==> config.mk <==
export PLATFORM = sky130hd
export DESIGN_NAME = trace_parser_fsm
export DESIGN_NICKNAME = d
export VERILOG_FILES = /design/src/rtl/trace_format_pkg.sv /design/src/rtl/trace_parse_pkg.sv /design/src/rtl/trace_parser_fsm.sv
export SDC_FILE = /design/constraint.sdc
export NUM_CORES = 1
export LEC_CHECK = 0
export BUFFER_PORTS_ARGS = -buffer_cell sky130_fd_sc_hd__buf_4
export CAP_MARGIN = 20
export CORE_UTILIZATION = 55
export DETAILED_ROUTE_END_ITERATION = 16
export GPL_TIMING_DRIVEN = 0
export HOLD_SLACK_MARGIN = 0.03
export PLACE_DENSITY = 0.82
export REMOVE_ABC_BUFFERS = 1
export SYNTH_ARGS = -nofsm -noshare
export SYNTH_HDL_FRONTEND = slang
export SYNTH_SLANG_ARGS = --single-unit
==> constraint.sdc <==
create_clock -name clk -period 4.2 [get_ports clk]
set_input_delay 0.21 -clock clk [delete_from_list [all_inputs] [get_ports clk]]
set_output_delay 0.21 -clock clk [all_outputs]
set_load 0.01 [all_outputs]
==> src/rtl/trace_format_pkg.sv <==
package trace_format_pkg;

    ////////////////////////////////////////////////////////////
    // Field widths
    ////////////////////////////////////////////////////////////

    localparam int VALUE_W = 32;

    ////////////////////////////////////////////////////////////
    // Character and record formats
    ////////////////////////////////////////////////////////////

    // Punctuation that matters to the trace grammar
    typedef enum logic [3:0] {
        caret, at, colon, space, dollar, star, less, equal, hash, other
    } sym_t;

    typedef struct packed {
        logic       is_dec;
        logic       is_hex;
        logic [3:0] digit_value;
        sym_t       sym;
    } char_class_t;

    typedef enum logic [1:0] {
        none      = 2'd0,
        reg_write = 2'd1,
        mem_write = 2'd2
    } format_t;

    // Slot holds grf for a register write and addr for a memory write
    typedef struct packed {
        format_t              kind;
        logic [VALUE_W-1:0]   time_val;
        logic [VALUE_W-1:0]   pc;
        logic [VALUE_W-1:0]   slot;
        logic [VALUE_W-1:0]   data;
    } trace_record_t;

endpackage

==> src/rtl/trace_parse_pkg.sv <==
package trace_parse_pkg;

    // Digit limits per field
    localparam int DEC_MAX = 4;
    localparam int HEX_LEN = 8;
    localparam int COUNT_W = 4;

    typedef enum logic [4:0] {
        idle,
        time_digits,
        pc_first, pc_digits,
        colon_spaces,
        grf_first, grf_digits, grf_spaces,
        addr_first, addr_digits, addr_spaces,
        less_seen,
        data_spaces, data_digits,
        done
    } parse_state_t;

    typedef enum logic [1:0] {
        time_f, pc_f, slot_f, data_f
    } field_t;

    // Control to datapath, one per character
    typedef struct packed {
        logic                      start;
        logic                      shift;
        field_t                    field;
        trace_format_pkg::format_t kind;
    } field_cmd_t;

endpackage

==> src/rtl/trace_parser_fsm.sv <==
module trace_parser_fsm (
    input  logic                          clk,
    input  logic                          reset,
    input  trace_format_pkg::char_class_t char_class,
    input  logic                          dec_room,
    input  logic                          dec_ok,
    input  logic                          hex_full,
    output logic                          count_clear,
    output logic                          count_step,
    output trace_parse_pkg::field_cmd_t   cmd,
    output trace_format_pkg::format_t     format_type
);

    trace_parse_pkg::parse_state_t state;
    trace_parse_pkg::parse_state_t state_next;
    trace_format_pkg::format_t     kind_q;
    trace_format_pkg::format_t     kind_next;
    trace_format_pkg::sym_t        sym;

    assign sym = char_class.sym;

    // Count runs only across accepted digits
    assign count_clear = !count_step;

    ////////////////////////////////////////////////////////////
    // Next state and datapath commands
    ////////////////////////////////////////////////////////////

    always_comb begin
        state_next = trace_parse_pkg::idle;
        kind_next  = kind_q;
        count_step = 1'b0;
        cmd        = '{start: 1'b0, shift: 1'b0, field: trace_parse_pkg::time_f,
                       kind: trace_format_pkg::none};

        case (state)
            trace_parse_pkg::idle: begin
                if (sym == trace_format_pkg::caret) state_next = trace_parse_pkg::time_digits;
            end
            trace_parse_pkg::time_digits: begin
                // dec_ok low means no digit yet
                if (char_class.is_dec && dec_room) begin
                    state_next = trace_parse_pkg::time_digits;
                    count_step = 1'b1;
                    cmd.start  = !dec_ok;
                    cmd.shift  = dec_ok;
                end else if (sym == trace_format_pkg::at && dec_ok) begin
                    state_next = trace_parse_pkg::pc_first;
                end
            end
            trace_parse_pkg::pc_first, trace_parse_pkg::pc_digits: begin
                cmd.field = trace_parse_pkg::pc_f;
                if (char_class.is_hex && !hex_full) begin
                    state_next = trace_parse_pkg::pc_digits;
                    count_step = 1'b1;
                    cmd.start  = state == trace_parse_pkg::pc_first;
                    cmd.shift  = state == trace_parse_pkg::pc_digits;
                end else if (sym == trace_format_pkg::colon && hex_full) begin
                    state_next = trace_parse_pkg::colon_spaces;
                end
            end
            trace_parse_pkg::colon_spaces: begin
                if (sym == trace_format_pkg::space) begin
                    state_next = trace_parse_pkg::colon_spaces;
                end else if (sym == trace_format_pkg::dollar) begin
                    state_next = trace_parse_pkg::grf_first;
                    kind_next  = trace_format_pkg::reg_write;
                    cmd.kind   = trace_format_pkg::reg_write;
                end else if (sym == trace_format_pkg::star) begin
                    state_next = trace_parse_pkg::addr_first;
                    kind_next  = trace_format_pkg::mem_write;
                    cmd.kind   = trace_format_pkg::mem_write;
                end
            end
            trace_parse_pkg::grf_first, trace_parse_pkg::grf_digits: begin
                cmd.field = trace_parse_pkg::slot_f;
                if (char_class.is_dec && dec_room) begin
                    state_next = trace_parse_pkg::grf_digits;
                    count_step = 1'b1;
                    cmd.start  = state == trace_parse_pkg::grf_first;
                    cmd.shift  = state == trace_parse_pkg::grf_digits;
                end else if (sym == trace_format_pkg::space && dec_ok) begin
                    state_next = trace_parse_pkg::grf_spaces;
                end else if (sym == trace_format_pkg::less && dec_ok) begin
                    state_next = trace_parse_pkg::less_seen;
                end
            end
            trace_parse_pkg::addr_first, trace_parse_pkg::addr_digits: begin
                cmd.field = trace_parse_pkg::slot_f;
                if (char_class.is_hex && !hex_full) begin
                    state_next = trace_parse_pkg::addr_digits;
                    count_step = 1'b1;
                    cmd.start  = state == trace_parse_pkg::addr_first;
                    cmd.shift  = state == trace_parse_pkg::addr_digits;
                end else if (sym == trace_format_pkg::space && hex_full) begin
                    state_next = trace_parse_pkg::addr_spaces;
                end else if (sym == trace_format_pkg::less && hex_full) begin
                    state_next = trace_parse_pkg::less_seen;
                end
            end
            trace_parse_pkg::grf_spaces, trace_parse_pkg::addr_spaces: begin
                if (sym == trace_format_pkg::space) state_next = state;
                else if (sym == trace_format_pkg::less) state_next = trace_parse_pkg::less_seen;
            end
            trace_parse_pkg::less_seen: begin
                // "<" needs "=" right behind it
                if (sym == trace_format_pkg::equal) state_next = trace_parse_pkg::data_spaces;
            end
            trace_parse_pkg::data_spaces, trace_parse_pkg::data_digits: begin
                cmd.field = trace_parse_pkg::data_f;
                if (state == trace_parse_pkg::data_spaces && sym == trace_format_pkg::space) begin
                    state_next = trace_parse_pkg::data_spaces;
                end else if (char_class.is_hex && !hex_full) begin
                    state_next = trace_parse_pkg::data_digits;
                    count_step = 1'b1;
                    cmd.start  = state == trace_parse_pkg::data_spaces;
                    cmd.shift  = state == trace_parse_pkg::data_digits;
                end else if (state == trace_parse_pkg::data_digits &&
                             sym == trace_format_pkg::hash && hex_full) begin
                    state_next = trace_parse_pkg::done;
                end
            end
            trace_parse_pkg::done: begin
                // Back to back records
                if (sym == trace_format_pkg::caret) state_next = trace_parse_pkg::time_digits;
            end
            default: state_next = trace_parse_pkg::idle;
        endcase
    end

    ////////////////////////////////////////////////////////////
    // State, kind and format code
    ////////////////////////////////////////////////////////////

    always_ff @(posedge clk) begin
        if (reset) begin
            state       <= trace_parse_pkg::idle;
            kind_q      <= trace_format_pkg::none;
            format_type <= trace_format_pkg::none;
        end else begin
            state  <= state_next;
            kind_q <= kind_next;
            // Code is up only for the cycle spent in done
            format_type <= (state_next == trace_parse_pkg::done) ? kind_q :
                                                                   trace_format_pkg::none;
        end
    end

endmodule

# After elaboration in Yosys (flattened, before gate mapping)

Index checks and enable logic that the tools add are counted.

Register bits after elaboration: 9
Bits in latches: 0
Bits in writable memories: 0
Memory bits (read-only): 0
Output and inout bits: 10
Memories: 0

Add/subtract/negate cells: 0
Multipliers: 0
Div/mod/pow operators: 0
Magnitude comparators: 0
Equality and inequality tests: 23
Shift-type cells: 0
Multiplexer cells: 39
Bitwise logic cells: 2
Reductions and logical operators: 28

Operators with widths:

| cell                                           | number |
|---|---|
| 2-to-1 mux 5 bit                               | 9 |
| case mux 5 bit (9 select lines)                | 1 |
| == test 5 x 4 -> 1 bit (second input constant) | 8 |
| 2-to-1 mux 4 bit                               | 8 |
| 2-to-1 mux 2 bit                               | 13 |
| == test 5 x 3 -> 1 bit (second input constant) | 4 |
| == test 4 x 3 -> 1 bit (second input constant) | 4 |
| OR reduction 2 bit                             | 7 |
| logical AND 1 bit                              | 11 |
| == test 5 x 2 -> 1 bit (second input constant) | 2 |
| case mux 2 bit (5 select lines)                | 1 |
| == test 4 x 2 -> 1 bit (second input constant) | 2 |
| OR reduction 4 bit                             | 2 |
| case mux 2 bit (3 select lines)                | 1 |
| == test 5 x 1 -> 1 bit (second input constant) | 1 |
| zero test 5 bit                                | 1 |
| == test 4 x 1 -> 1 bit (second input constant) | 1 |
| == test 4 bit (second input constant)          | 1 |
| zero test 4 bit                                | 1 |
| 2-to-1 mux 1 bit                               | 4 |
| zero test 1 bit                                | 3 |
| 2-to-1 mux 3 bit                               | 1 |
| case mux 1 bit (3 select lines)                | 1 |
| AND reduction 3 bit                            | 1 |
| 3 further kinds                                | 4 |

# Depth between registers and ports, before layout

Depth after elaboration: 10
Depth in mapped cells: 6
Mapped depth without buffers: 5

# Worst setup path after synthesis

No wires, ideal clock.

Kind: register to output
From: reg state[4]
To: out cmd[5] (netlist name)
Arrival: 1239 ps
Data required time: 3990 ps
Setup slack: 2751 ps
Stages on the path, launching flop included: 6
Buffers on the path: 1
Cells stage by stage: dfxtp_1 > buf_2 > or2_1 > a2111oi_0 > nand2_1 > o21ai_0

RTL lines:

| item                   | line                    | RTL |
|---|---|---|
| from (decl)            | trace_parser_fsm.sv:14  | `trace_parse_pkg::parse_state_t state;` |
| from (signal assigned) | trace_parser_fsm.sv:137 | `state <= trace_parse_pkg::idle;` |
| from (signal assigned) | trace_parser_fsm.sv:141 | `state <= state_next;` |
| to (decl)              | trace_parser_fsm.sv:10  | `output trace_parse_pkg::field_cmd_t cmd,` |

# Worst setup path after layout

From: reg state[1]
To: out count_clear

Longest elaborated chain between the ends: 5
Elaborated cells on any way between the ends: 16
Classes of those cells: eq/ne: 9; mux: 2; reduce/logical: 5

RTL lines:

| item                              | line                                            | RTL |
|---|---|---|
| == test 5 x 4 -> 1 bit            | trace_parser_fsm.sv:36, trace_parser_fsm.sv:111 |  |
| logical AND 1 bit                 | trace_parser_fsm.sv:111                         | `if (state == trace_parse_pkg::data_spaces && sym == trace_format_pkg::space) begin` |
| 2-to-1 mux 1 bit                  | trace_parser_fsm.sv:111                         |  |
| case mux 1 bit (3 select lines) * | trace_parser_fsm.sv:36                          | `case (state)` |
| zero test 1 bit *                 | trace_parser_fsm.sv:23                          | `assign count_clear = !count_step;` |
| to (decl)                         | trace_parser_fsm.sv:8                           | `output logic count_clear,` |

Every way passes the cells marked *; elsewhere a longest branch is shown, timed or not.

==> results.json <==
{
  "post_drt_wl_per_cell_microns": 15.7,
  "period_share_pct": 50.1,
  "gp_congestion": 0.921,
  "cts.sinks": 9,
  "vias_per_cell": 6.40,
  "seq_area_frac_synth_pct": 19.6,
  "syn_area_sq_um": 921,
  "cts_tree": "done",
  "fin_crit_ps": 2100,
  "crit_type": "reg -> out",
  "fin_ws_ps": 2100,
  "synthToLayoutAreaGrowth_pct": 16.8,
  "fin_worst_skew_ps": 10.7,
  "drt_iter0_markers": 67,
  "hold_class": "in -> reg",
  "dp.cells": 156,
  "cts_max_level": 1,
  "first_pass_iters": 4,
  "num_vias": 1024,
  "async_flop_share_pct": 0,
  "drv_cap": 0,
  "ctsHoldBuffers": 0,
  "insertedDiodeCount": 0,
  "hold_viol": 0,
  "crit_path_end_kind": "output port",
  "arrival_ps": 1890,
  "port_buffers": 20,
  "core_sq_mm": 0.00154,
  "drt-total-wl_mm": 2.52,
  "clk_pin_slew_ps": 60,
  "worstSetupEndpoint": "count_clear",
  "layout_commonest_cell": "buf_4",
  "crit_required_ps": 3990,
  "final-setup-viol-count": 0,
  "finalMaxSlewViolations": 0,
  "status": "completed",
  "post_cts_buffers": 0,
  "rrSetupSlack_ps": 2240,
  "start_util_pct": 59.7,
  "stdcell_count": 160,
  "fin_setup_tns_ps": 0,
  "cts_max_path_buffers": 2,
  "grt_pass1_vias": 864,
  "final_antenna_net_count": 0,
  "hpwl_mm": 1.93,
  "max_slew_margin_pct": 60.8,
  "power_leakage_nw": 0.434,
  "grt_overflow": 0,
  "placementRows": 14,
  "irDropWorstVdd_mv": 0.251,
  "holdWs_ps": 123,
  "synth_edf_count": 0,
  "synth_cells": 126,
  "clockRootBuffer": "clkbuf_4",
  "numCtsBuffers": 3,
  "place_ws_ps": 2250,
  "timing.rr.end": "state[2]",
  "power_density_mw_per_mm2": 169,
  "path_max_fanout": 17,
  "syn_area_per_cell_sq_um": 7.31,
  "fmax_ghz": 0.475,
  "chipWidth_microns": 42.9,
  "synthFlopType": "dfxtp_1",
  "ios": 25,
  "synth_warnings": 0,
  "clk_latency_ps": 260,
  "dieArea_sq_mm": 0.00184,
  "die_h_microns": 42.9,
  "grt_max_degree": 18,
  "drive_gt1_share_pct": 21.5,
  "hp-start": "reset",
  "synth-seq-cells": 9,
  "crit_path_start_kind": "register",
  "layout.nets": 160,
  "critical_path.startpoint": "state[1]",
  "track_usage_pct": 29.6,
  "tightest_slew_ps": 588,
  "num-fill-cells": 147,
  "r2r-start": "state[1]",
  "cts.repair.resized": 0,
  "synth.distinct_cells": 49,
  "r2r.worst_path.cells": 5,
  "multi_input_area_sq_um": 692,
  "antenna_found_initial": 0,
  "regArea_sq_um": 180,
  "mostFrequentLayoutCells": "buf_4, nor2_1, nand2_1",
  "rsz0062_at_grt": "no",
  "grt_pass1_wl_mm": 4.20,
  "drc_errors": 0
}
[metal layers]
layer / vias up / global-route usage, % / share of wire, %
li1: 509 / - / -
met4: 0 / 1.25 / 0
met3: 0 / 5.53 / 8.1
met1: 472 / 47.0 / 45
met2: 43 / 42.7 / 47
met5: - / 0 / 0
[registers in the layout (all words and copies together), names as in the netlist]
| name | count |
|---|---|
| format_type | 2 |
| kind_q | 2 |
| state | 5 |
[cells by family (layout without fill, tap and decap cells)]
| group | after synthesis | after routing | synth area share (%) |
|---|---|---|---|
| AND/OR/NAND/NOR | 70 | 70 | 47.4 |
| AO/OA/AOI/OAI | 36 | 36 | 25.4 |
| flip-flops | 9 | 9 | 19.6 |
| XOR/XNOR | 2 | 2 | 1.90 |
| other | 1 | 1 | 0.407 |
| buffers and inverters | 8 | 26 | 5.30 |
[how the worst min path moves through the flow]
stage,to,slack [ps],depth (start not counted)
global route,kind_q[0],130,2
global placement,kind_q[1],390,2
CTS,kind_q[1],120,2
floorplan,kind_q[1],280,1
finish,kind_q[1],120,2
detailed placement,kind_q[1],400,2
[cell usage after synthesis, types with 4 or more instances]
library cell | instances | area, sq um
nor2_1 | 13 | 48.8
nand2_1 | 12 | 45.0
a21oi_1 | 9 | 45.0
dfxtp_1 | 9 | 180
nor2b_1 | 6 | 37.5
nand2b_1 | 5 | 31.3
o21ai_0 | 5 | 25.0
nand4_1 | 4 | 25.0
o21ai_1 | 4 | 20.0
[critical path, stage by stage, from the launching register on]
cell and delay [ps]:
dfxtp_1 670, nor2b_1 260, nor2b_1 270, o21ai_1 160, o21a_1 130, buf_4 140
[layout make-up]
cell class / instances / share of cell area [%]
Tap cell: 16 / 1.86
Timing Repair Buffer: 20 / 14.0
Multi-Input combinational cell: 109 / 64.3
Clock buffer: 4 / 2.44
Inverter: 2 / 0.698
Sequential cell: 9 / 16.7
[power by group]
group	leakage (nW)	total, W	internal [W]	switching (W)
Clock	0.0150	0.0000642	0.0000365	0.0000277
Combinational	0.346	0.0000301	0.0000126	0.0000175
Sequential	0.0728	0.0000878	0.0000860	0.00000187
[stage by stage]
| stage | utilization, % | area [sq um] | power, W |
|---|---|---|---|
| 6_report | 69.8 | 1080 | 0.000182 |
| 5_1_grt | 69.8 | 1080 | 0.000191 |
| 4_1_cts | 69.8 | 1080 | 0.000183 |
| 3_5_place_dp | 68.1 | 1050 | 0.000119 |
| 3_3_place_gp | 68.1 | 1050 | 0.000118 |
| 2_1_floorplan | - | 880 | 0.000103 |
(Power assumes the default switching activity.)
